==> src/rtl/axi_pkg.sv <==
/*
 * AXI4 definitions for the bridge target port
 *   widths of ID, address and data
 *   response code enum
 *   AW, AR, R and B channel payload structs
 *   paired write request (address with data)
 */

`default_nettype none

package axi_pkg;

  localparam int AXI_ID_W   = 4;
  localparam int AXI_ADDR_W = 32;
  localparam int AXI_DATA_W = 32;

  typedef enum logic [1:0] {
    OKAY   = 2'b00,
    EXOKAY = 2'b01,
    SLVERR = 2'b10,
    DECERR = 2'b11
  } axi_resp_e;

  // ----------------------------------------------------------------------
  // Channel payloads
  // ----------------------------------------------------------------------
  typedef struct packed {
    logic [AXI_ID_W-1:0]   id;
    logic [AXI_ADDR_W-1:0] addr;
  } axi_aw_t;

  typedef struct packed {
    logic [AXI_ID_W-1:0]   id;
    logic [AXI_ADDR_W-1:0] addr;
  } axi_ar_t;

  typedef struct packed {
    logic [AXI_ID_W-1:0]   id;
    logic [AXI_DATA_W-1:0] data;
    axi_resp_e             resp;
  } axi_r_t;

  typedef struct packed {
    logic [AXI_ID_W-1:0] id;
    axi_resp_e           resp;
  } axi_b_t;

  // AW head joined with W head
  typedef struct packed {
    logic [AXI_ID_W-1:0]   id;
    logic [AXI_ADDR_W-1:0] addr;
    logic [AXI_DATA_W-1:0] data;
  } axi_wreq_t;

endpackage

`default_nettype wire
==> src/rtl/apb_pkg.sv <==
/*
 * APB side definitions
 *   data width
 *   access request from the transfer controller
 *   transfer controller state enum
 */

`default_nettype none

package apb_pkg;

  localparam int APB_DATA_W = 32;

  typedef struct packed {
    logic                              enable; // Access in progress
    logic                              write;
    logic [axi_pkg::AXI_ADDR_W-1:0]    addr;   // Full AXI address, decoded later
    logic [APB_DATA_W-1:0]             wdata;
  } apb_req_t;

  typedef enum logic [2:0] {
    IDLE,
    WAIT_R_READY,
    WAIT_W_READY,
    SEND_R,
    SEND_B
  } xfer_state_e;

endpackage

`default_nettype wire

==> src/rtl/axi2apb_bridge.sv <==
/*
 * axi2apb_bridge
 *   AXI4 target port to multi-slave APB bus, single beat only
 *   Request buffers, transfer FSM and slave decode
 */

`timescale 1ns/1ps
`default_nettype none

module axi2apb_bridge #(
  parameter int BUFFER_DEPTH   = 2,
  parameter int APB_NUM_SLAVES = 4,
  parameter int APB_ADDR_WIDTH = 12
) (
  input  wire logic                                                  ACLK,
  input  wire logic                                                  ARESETn,
  // AXI target port
  input  wire axi_pkg::axi_aw_t                                      aw_i,
  input  wire logic                                                  aw_valid_i,
  output logic                                                       aw_ready_o,
  input  wire logic [axi_pkg::AXI_DATA_W-1:0]                        w_data_i,
  input  wire logic                                                  w_valid_i,
  output logic                                                       w_ready_o,
  input  wire axi_pkg::axi_ar_t                                      ar_i,
  input  wire logic                                                  ar_valid_i,
  output logic                                                       ar_ready_o,
  output axi_pkg::axi_r_t                                            r_o,
  output logic                                                       r_valid_o,
  output logic                                                       r_last_o,
  input  wire logic                                                  r_ready_i,
  output axi_pkg::axi_b_t                                            b_o,
  output logic                                                       b_valid_o,
  input  wire logic                                                  b_ready_i,
  // APB master port
  output logic [APB_NUM_SLAVES-1:0]                                  PSEL_o,
  output logic                                                       PENABLE_o,
  output logic                                                       PWRITE_o,
  output logic [APB_ADDR_WIDTH-1:0]                                  PADDR_o,
  output logic [apb_pkg::APB_DATA_W-1:0]                             PWDATA_o,
  input  wire logic [APB_NUM_SLAVES-1:0][apb_pkg::APB_DATA_W-1:0]    PRDATA_i,
  input  wire logic [APB_NUM_SLAVES-1:0]                             PREADY_i
);

  import axi_pkg::*;
  import apb_pkg::*;

  axi_wreq_t             wreq;
  logic                  wreq_valid;
  logic                  wreq_pop;
  axi_ar_t               ar_head;
  logic                  ar_head_valid;
  logic                  ar_pop;
  apb_req_t              apb_req;
  logic                  sel_ready;
  logic [APB_DATA_W-1:0] sel_rdata;

  axi_req_side #(.BUFFER_DEPTH(BUFFER_DEPTH)) i_req_side (
    .ACLK         (ACLK),
    .ARESETn      (ARESETn),
    .aw_i         (aw_i),
    .aw_valid_i   (aw_valid_i),
    .aw_ready_o   (aw_ready_o),
    .w_data_i     (w_data_i),
    .w_valid_i    (w_valid_i),
    .w_ready_o    (w_ready_o),
    .ar_i         (ar_i),
    .ar_valid_i   (ar_valid_i),
    .ar_ready_o   (ar_ready_o),
    .wreq_o       (wreq),
    .wreq_valid_o (wreq_valid),
    .wreq_pop_i   (wreq_pop),
    .ar_o         (ar_head),
    .ar_valid_o   (ar_head_valid),
    .ar_pop_i     (ar_pop)
  );

  apb_xfer_ctrl i_xfer_ctrl (
    .ACLK         (ACLK),
    .ARESETn      (ARESETn),
    .wreq_i       (wreq),
    .wreq_valid_i (wreq_valid),
    .wreq_pop_o   (wreq_pop),
    .ar_i         (ar_head),
    .ar_valid_i   (ar_head_valid),
    .ar_pop_o     (ar_pop),
    .apb_req_o    (apb_req),
    .sel_ready_i  (sel_ready),
    .sel_rdata_i  (sel_rdata),
    .r_o          (r_o),
    .r_valid_o    (r_valid_o),
    .r_last_o     (r_last_o),
    .r_ready_i    (r_ready_i),
    .b_o          (b_o),
    .b_valid_o    (b_valid_o),
    .b_ready_i    (b_ready_i)
  );

  apb_slave_decode #(
    .APB_NUM_SLAVES (APB_NUM_SLAVES),
    .APB_ADDR_WIDTH (APB_ADDR_WIDTH)
  ) i_slave_decode (
    .apb_req_i   (apb_req),
    .PSEL_o      (PSEL_o),
    .PENABLE_o   (PENABLE_o),
    .PWRITE_o    (PWRITE_o),
    .PADDR_o     (PADDR_o),
    .PWDATA_o    (PWDATA_o),
    .PRDATA_i    (PRDATA_i),
    .PREADY_i    (PREADY_i),
    .sel_ready_o (sel_ready),
    .sel_rdata_o (sel_rdata)
  );

endmodule

`default_nettype wire

==> src/rtl/apb_slave_decode.sv <==
/*
 * apb_slave_decode
 *   Slave index from the bits above the APB address field
 *   One-hot PSEL, PREADY and PRDATA selection
 */

`timescale 1ns/1ps
`default_nettype none

module apb_slave_decode #(
  parameter int APB_NUM_SLAVES = 4,
  parameter int APB_ADDR_WIDTH = 12
) (
  input  wire apb_pkg::apb_req_t                                     apb_req_i,
  output logic [APB_NUM_SLAVES-1:0]                                  PSEL_o,
  output logic                                                       PENABLE_o,
  output logic                                                       PWRITE_o,
  output logic [APB_ADDR_WIDTH-1:0]                                  PADDR_o,
  output logic [apb_pkg::APB_DATA_W-1:0]                             PWDATA_o,
  input  wire logic [APB_NUM_SLAVES-1:0][apb_pkg::APB_DATA_W-1:0]    PRDATA_i,
  input  wire logic [APB_NUM_SLAVES-1:0]                             PREADY_i,
  output logic                                                       sel_ready_o,
  output logic [apb_pkg::APB_DATA_W-1:0]                             sel_rdata_o
);

  localparam int IDX_W = $clog2(APB_NUM_SLAVES);

  logic [IDX_W-1:0] slave_idx;

  assign slave_idx = apb_req_i.addr[APB_ADDR_WIDTH +: IDX_W];

  always_comb
  begin
    PSEL_o = '0;
    if (apb_req_i.enable)
      PSEL_o[slave_idx] = 1'b1;
  end

  // No setup phase, PENABLE rises with PSEL
  assign PENABLE_o = apb_req_i.enable;
  assign PWRITE_o  = apb_req_i.write;
  assign PADDR_o   = apb_req_i.addr[APB_ADDR_WIDTH-1:0];
  assign PWDATA_o  = apb_req_i.wdata;

  assign sel_ready_o = PREADY_i[slave_idx];
  assign sel_rdata_o = PRDATA_i[slave_idx];

endmodule

`default_nettype wire

==> src/rtl/apb_xfer_ctrl.sv <==
/*
 * apb_xfer_ctrl
 *   FSM running one APB access at a time, reads first
 *   Read data capture on PREADY
 *   R and B response generation, held until accepted
 */

`timescale 1ns/1ps
`default_nettype none

module apb_xfer_ctrl (
  input  wire logic                             ACLK,
  input  wire logic                             ARESETn,
  input  wire axi_pkg::axi_wreq_t               wreq_i,
  input  wire logic                             wreq_valid_i,
  output logic                                  wreq_pop_o,
  input  wire axi_pkg::axi_ar_t                 ar_i,
  input  wire logic                             ar_valid_i,
  output logic                                  ar_pop_o,
  output apb_pkg::apb_req_t                     apb_req_o,
  input  wire logic                             sel_ready_i,
  input  wire logic [apb_pkg::APB_DATA_W-1:0]   sel_rdata_i,
  output axi_pkg::axi_r_t                       r_o,
  output logic                                  r_valid_o,
  output logic                                  r_last_o,
  input  wire logic                             r_ready_i,
  output axi_pkg::axi_b_t                       b_o,
  output logic                                  b_valid_o,
  input  wire logic                             b_ready_i
);

  import axi_pkg::*;
  import apb_pkg::*;

  xfer_state_e           state_q;
  xfer_state_e           state_d;
  logic                  rd_access;  // Read on the APB bus this cycle
  logic                  wr_access;  // Write on the APB bus this cycle
  logic [APB_DATA_W-1:0] rdata_q;

  // ----------------------------------------------------------------------
  // Next state and access selection
  // ----------------------------------------------------------------------
  always_comb
  begin
    state_d   = state_q;
    rd_access = 1'b0;
    wr_access = 1'b0;
    case (state_q)
      IDLE:
      begin
        if (ar_valid_i)
        begin
          // Read wins over a pending write
          rd_access = 1'b1;
          state_d   = sel_ready_i ? SEND_R : WAIT_R_READY;
        end
        else if (wreq_valid_i)
        begin
          wr_access = 1'b1;
          state_d   = sel_ready_i ? SEND_B : WAIT_W_READY;
        end
      end
      WAIT_R_READY:
      begin
        rd_access = 1'b1;
        if (sel_ready_i)
          state_d = SEND_R;
      end
      WAIT_W_READY:
      begin
        wr_access = 1'b1;
        if (sel_ready_i)
          state_d = SEND_B;
      end
      SEND_R:
      begin
        if (r_ready_i)
          state_d = IDLE;
      end
      SEND_B:
      begin
        if (b_ready_i)
          state_d = IDLE;
      end
      default:
      begin
        state_d = IDLE;
      end
    endcase
  end

  always_ff @(posedge ACLK or negedge ARESETn)
  begin
    if (!ARESETn)
      state_q <= IDLE;
    else
      state_q <= state_d;
  end

  always_ff @(posedge ACLK)
  begin
    if (rd_access && sel_ready_i)
      rdata_q <= sel_rdata_i; // Slave data valid with PREADY
  end

  // ----------------------------------------------------------------------
  // APB request and AXI responses
  // ----------------------------------------------------------------------
  always_comb
  begin
    apb_req_o.enable = rd_access | wr_access;
    apb_req_o.write  = wr_access;
    apb_req_o.addr   = rd_access ? ar_i.addr : wreq_i.addr;
    apb_req_o.wdata  = wreq_i.data;
  end

  // Heads stay in the FIFOs until the response is taken
  assign r_valid_o = (state_q == SEND_R);
  assign r_last_o  = r_valid_o;          // Single beat only
  assign r_o       = '{id: ar_i.id, data: rdata_q, resp: OKAY};
  assign ar_pop_o  = r_valid_o & r_ready_i;

  assign b_valid_o  = (state_q == SEND_B);
  assign b_o        = '{id: wreq_i.id, resp: OKAY};
  assign wreq_pop_o = b_valid_o & b_ready_i;

endmodule

`default_nettype wire

==> src/rtl/axi_req_side.sv <==
/*
 * axi_req_side
 *   AW, W and AR channel buffers
 *   Pairing of the AW head with the W head into one write request
 */

`timescale 1ns/1ps
`default_nettype none

module axi_req_side #(
  parameter int BUFFER_DEPTH = 2
) (
  input  wire logic                             ACLK,
  input  wire logic                             ARESETn,
  input  wire axi_pkg::axi_aw_t                 aw_i,
  input  wire logic                             aw_valid_i,
  output logic                                  aw_ready_o,
  input  wire logic [axi_pkg::AXI_DATA_W-1:0]   w_data_i,
  input  wire logic                             w_valid_i,
  output logic                                  w_ready_o,
  input  wire axi_pkg::axi_ar_t                 ar_i,
  input  wire logic                             ar_valid_i,
  output logic                                  ar_ready_o,
  output axi_pkg::axi_wreq_t                    wreq_o,
  output logic                                  wreq_valid_o,
  input  wire logic                             wreq_pop_i,
  output axi_pkg::axi_ar_t                      ar_o,
  output logic                                  ar_valid_o,
  input  wire logic                             ar_pop_i
);

  import axi_pkg::*;

  axi_aw_t               aw_head;
  logic                  aw_head_valid;
  logic [AXI_DATA_W-1:0] w_head;
  logic                  w_head_valid;

  chan_fifo #(.WIDTH($bits(axi_aw_t)), .DEPTH(BUFFER_DEPTH)) i_aw_fifo (
    .ACLK         (ACLK),
    .ARESETn      (ARESETn),
    .push_valid_i (aw_valid_i),
    .push_data_i  (aw_i),
    .push_ready_o (aw_ready_o),
    .pop_valid_o  (aw_head_valid),
    .pop_data_o   (aw_head),
    .pop_ready_i  (wreq_pop_i)   // Popped together with W
  );

  chan_fifo #(.WIDTH(AXI_DATA_W), .DEPTH(BUFFER_DEPTH)) i_w_fifo (
    .ACLK         (ACLK),
    .ARESETn      (ARESETn),
    .push_valid_i (w_valid_i),
    .push_data_i  (w_data_i),
    .push_ready_o (w_ready_o),
    .pop_valid_o  (w_head_valid),
    .pop_data_o   (w_head),
    .pop_ready_i  (wreq_pop_i)
  );

  chan_fifo #(.WIDTH($bits(axi_ar_t)), .DEPTH(BUFFER_DEPTH)) i_ar_fifo (
    .ACLK         (ACLK),
    .ARESETn      (ARESETn),
    .push_valid_i (ar_valid_i),
    .push_data_i  (ar_i),
    .push_ready_o (ar_ready_o),
    .pop_valid_o  (ar_valid_o),
    .pop_data_o   (ar_o),
    .pop_ready_i  (ar_pop_i)
  );

  // A write exists only once both halves are present
  assign wreq_valid_o = aw_head_valid & w_head_valid;
  assign wreq_o       = '{id: aw_head.id, addr: aw_head.addr, data: w_head};

endmodule

`default_nettype wire

==> src/rtl/chan_fifo.sv <==
/*
 * chan_fifo
 *   Circular buffer with valid/ready on both sides
 *   Push and pop may happen in the same cycle
 */

`timescale 1ns/1ps
`default_nettype none

module chan_fifo #(
  parameter int WIDTH = 32,
  parameter int DEPTH = 2
) (
  input  wire logic             ACLK,
  input  wire logic             ARESETn,
  input  wire logic             push_valid_i,
  input  wire logic [WIDTH-1:0] push_data_i,
  output logic                  push_ready_o,
  output logic                  pop_valid_o,
  output logic [WIDTH-1:0]      pop_data_o,
  input  wire logic             pop_ready_i
);

  localparam int PTR_W = (DEPTH > 1) ? $clog2(DEPTH) : 1;
  localparam int CNT_W = $clog2(DEPTH + 1);

  logic [WIDTH-1:0] mem_q [DEPTH];
  logic [PTR_W-1:0] wr_ptr_q;
  logic [PTR_W-1:0] rd_ptr_q;
  logic [CNT_W-1:0] cnt_q;
  logic             push_en;
  logic             pop_en;

  assign push_ready_o = (cnt_q != CNT_W'(DEPTH)); // Low only when full
  assign pop_valid_o  = (cnt_q != '0);
  assign pop_data_o   = mem_q[rd_ptr_q];

  assign push_en = push_valid_i & push_ready_o;
  assign pop_en  = pop_valid_o & pop_ready_i;

  always_ff @(posedge ACLK)
  begin
    if (push_en)
    begin
      mem_q[wr_ptr_q] <= push_data_i;
    end
  end

  always_ff @(posedge ACLK or negedge ARESETn)
  begin
    if (!ARESETn)
    begin
      wr_ptr_q <= '0;
      rd_ptr_q <= '0;
      cnt_q    <= '0;
    end
    else
    begin
      if (push_en)
        wr_ptr_q <= (wr_ptr_q == PTR_W'(DEPTH - 1)) ? '0 : wr_ptr_q + 1'b1;
      if (pop_en)
        rd_ptr_q <= (rd_ptr_q == PTR_W'(DEPTH - 1)) ? '0 : rd_ptr_q + 1'b1;
      // Count holds when both happen
      if (push_en && !pop_en)
        cnt_q <= cnt_q + 1'b1;
      else if (!push_en && pop_en)
        cnt_q <= cnt_q - 1'b1;
    end
  end

endmodule

`default_nettype wire

==> config.mk <==
export PLATFORM = sky130hd
export DESIGN_NAME = axi2apb_bridge
export DESIGN_NICKNAME = d
export VERILOG_FILES = /design/src/rtl/axi_pkg.sv /design/src/rtl/apb_pkg.sv /design/src/rtl/axi2apb_bridge.sv /design/src/rtl/apb_slave_decode.sv /design/src/rtl/apb_xfer_ctrl.sv /design/src/rtl/axi_req_side.sv /design/src/rtl/chan_fifo.sv
export SDC_FILE = /design/constraint.sdc
export NUM_CORES = 1
export LEC_CHECK = 0
export BUFFER_PORTS_ARGS = -buffer_cell sky130_fd_sc_hd__buf_2
export CAP_MARGIN = 30
export CORE_ASPECT_RATIO = 0.75
export CORE_UTILIZATION = 48
export DETAILED_ROUTE_END_ITERATION = 8
export GPL_TIMING_DRIVEN = 1
export PLACE_DENSITY = 0.81
export SETUP_SLACK_MARGIN = 0.4
export SYNTH_ARGS = -nofsm -noshare
export SYNTH_HDL_FRONTEND = slang
export SYNTH_SLANG_ARGS = --single-unit
==> constraint.sdc <==
create_clock -name ACLK -period 4.9 [get_ports ACLK]
set_input_delay 0.245 -clock ACLK [delete_from_list [all_inputs] [get_ports ACLK]]
set_output_delay 0.245 -clock ACLK [all_outputs]
set_load 0.02 [all_outputs]
==> impl_metrics.toml <==
[clocking]
htreeDepth = 4
clk_pin_slew_ns = 0.08
cts_setup_buffers = 0
clk_latency_ns = 0.44
clock-sinks = 183
clock_path_buffers = 2
root_buffer = "clkbuf_16"
cts_tree = "done"
cts_made_buffers = 17

[critical_path]
critPathMaxStageDelay_ns = 0.49
worst_setup_path_start_kind = "register"
endpoint_kind = "register"
cp_slowest_cell = "dfrtp_1"
rr_worst_depth = 7
required_ns = 4.98
crit_chain = "or2_4, nor2_8, mux2i_4, buf_4, mux2_4, nor3_2, buf_4"
critPathKind = "register to register"
cp.arrival_ns = 3.27
crit_path_max_fanout = 39
r2r_slack_ns = 1.71
crit_top_cell = "buf_4"

[sta]
tns_ns = 0
fin_ws_ns = 1.71
final-hold-violation-count = 0
period_share_pct = 65.1
setup-violations-final = 0
clock_skew_ns = 0.0158
fin_crit_ns = 3.19
maxSlewHeadroom_pct = 42.9
tightest_slew_ns = 0.857
rsz0062_at_grt = "no"
fmax_mhz = 313
drv_slew = 0

[logic_synthesis]
synth-warning-count = 0
synth_area_mm2 = 0.00779
syn_inst = 425
yosys.cell_types.count = 44
synth-edff-count = 168
ys_ff_latch = 183
synth_flop_cell = "edfxtp_1"
async_reset_ff_share_pct = 8.20
syn_avg_cell_area_um2 = 18.3
ys_seq_area_share_pct = 69.6

[placement]
place_ws_ns = 1.66
post-dp-hpwl_um = 14000
io_buffer_count = 302
placed_area_mm2 = 0.00948
place.gp.congestion = 0.916
place_inst = 917

[final_layout]
fill_cells = 1027
final_util_pct = 69.3
nets = 1041
area_growth_pct = 38.0
fin_cells = 1014
final_cell_mix = "buf_2 (302), edfxtp_1 (168), dlygate4sd3_1 (62)"
drive_gt1_share_pct = 53.5
fin_area_mm2 = 0.0107
final_common_cell = "buf_2"

[global_route]
grt_max_degree = 40
antenna_found_initial = 3
grt-ovfl-total = 0
grt.total_usage_pct = 23.4
grt_pass1_wl_um = 28900
grt_pass1_vias = 5484

[drt]
ant_nets = 0
drtIter0Drc = 261
totalWireLength_um = 19400
via_per_inst = 5.13
dr.pass1.iters = 5
post_drt_wl_per_cell_um = 19.1
vias = 5204
drc = 0

[power_and_ir_drop]
power_switching_mw = 2.75
power_density_mw_per_mm2 = 674
intPower_mw = 4.49
p_leak_nw = 4.34
clkPwrFrac_pct = 19.5
p_comb_share_pct = 45.3
p_seq_share_pct = 35.2
peakVddDrop_uv = 414
p_sw_share_pct = 38.0

[die]
core-area_mm2 = 0.0155
die_w_um = 149
io_pins = 343
start_util_pct = 50.2
dieArea_mm2 = 0.0168
fp.dieH_um = 112
rows = 39

[outcome]
status = "complete, no violations"

[run]
max_cap_viol_count = 0

[hold_path]
holdCritPathClass = "input pin to register"
min_path_cells = 1
==> worst max-delay path: cells and delay by family, from the launching register on <==
| kind | cells | cell delay [ns] |
|---|---|---|
| DFF | 1 | 0.49 |
| buffers and inverters | 2 | 0.85 |
| muxes | 2 | 0.66 |
| and+or+nand+nor | 3 | 0.81 |
==> cell type report <==
class                           instances  area, um2  area share [%]
Sequential cell                       183       5420            50.4
Timing Repair Buffer                  373       2220            20.6
Multi-Input combinational cell        214       2210            20.6
Clock buffer                           17        425            3.96
Tap cell                              205        256            2.39
Clock inverter                         14        186            1.73
Inverter                                5       18.8           0.175
Antenna cell                            3       7.51          0.0698
==> power groups by stage <==
stage	clock, mW	sequential (mW)	combinational (mW)
after floorplan	0	2.72	2.21
after CTS	1.43	2.58	3.26
after detailed placement	0	2.62	3.20
after global placement	0	2.58	3.14
final	1.41	2.55	3.28
after global routing	1.50	2.60	3.51
==> through the flow <==
| stage | total power, mW | hold WS, ns |
|---|---|---|
| final | 7.24 | 0.0167 |
| after global routing | 7.60 | 0.000668 |
| after CTS | 7.27 | 0.000257 |
| after detailed placement | 5.81 | 0.168 |
| after global placement | 5.72 | 0.165 |
| after floorplan | 4.94 | -0.0506 |
==> cell usage after synthesis (all sizes together), types with 3 or more instances <==
cell | n | area [um2]
mux4 | 32 | 721
a211oi | 13 | 103
o21ai | 4 | 23.8
xor2 | 6 | 52.6
nor2b | 13 | 81.3
nand2b | 4 | 25.0
and3 | 5 | 31.3
a21oi | 17 | 85.1
ha | 4 | 50.1
nor2 | 17 | 80.1
mux2i | 17 | 170
inv | 5 | 18.8
xnor2 | 9 | 78.8
and2 | 3 | 21.3
edfxtp | 168 | 5040
mux2 | 42 | 477
nand2 | 7 | 33.8
clkbuf | 9 | 33.8
nor3 | 5 | 36.3
dfrtp | 15 | 375
buf | 17 | 135
==> path summary, 6_finish.rpt <==
check	start	endpoint
max	i_xfer_ctrl.state_q[1]	i_xfer_ctrl.rdata_q[23]
min	aw_i[7]	i_req_side.i_aw_fifo.mem_q[0][7]
max reg2reg	i_xfer_ctrl.state_q[1]	i_xfer_ctrl.rdata_q[23]
min reg2reg	i_req_side.i_aw_fifo.wr_ptr_q	i_req_side.i_aw_fifo.wr_ptr_q
max in group asynchronous	ARESETn	i_req_side.i_aw_fifo.cnt_q[0]
min in group asynchronous	ARESETn	i_req_side.i_ar_fifo.cnt_q[1]
==> registers in the layout, indices dropped and copies added (netlist names) <==
name and count:
i_req_side.i_aw_fifo.cnt_q 2, i_req_side.i_aw_fifo.rd_ptr_q 1, i_req_side.i_w_fifo.wr_ptr_q 1, i_xfer_ctrl.state_q 3
i_req_side.i_ar_fifo.rd_ptr_q 1, i_req_side.i_ar_fifo.wr_ptr_q 1, i_req_side.i_ar_fifo.cnt_q 2, i_req_side.i_w_fifo.rd_ptr_q 1
i_req_side.i_ar_fifo.mem_q 36, i_xfer_ctrl.rdata_q 32, i_req_side.i_w_fifo.cnt_q 2, i_req_side.i_aw_fifo.mem_q 36
i_req_side.i_w_fifo.mem_q 64, i_req_side.i_aw_fifo.wr_ptr_q 1
==> metal layers <==
layer | wire length (um) | global-route usage [%] | up-vias
li1 | - | - | 2413
met1 | 7260 | 27.3 | 2559
met2 | 10500 | 41.6 | 205
met3 | 1250 | 6.18 | 27
met4 | 452 | 8.23 | 0
met5 | 0 | 0 | -
==> cell families (layout without fill, tap and decap cells) <==
logic type      count (synthesis)  after routing  share of synthesized area [%]
compound gates                 41             41                           3.55
xor+xnor                       15             15                           1.69
fa+ha+maj                       4              4                          0.642
buf+inv                        31            409                           2.41
flops                         183            183                           69.6
mux                            91             91                           17.6
other cells                     1              7                         0.0481
simple gates                   59             59                           4.54
==> timing repair <==
item                      in CTS  in global routing
hold endpoints to repair     122                 12
resized for setup              0                  0
hold buffers                  55                  7
Power figures use the tool's default switching activity.
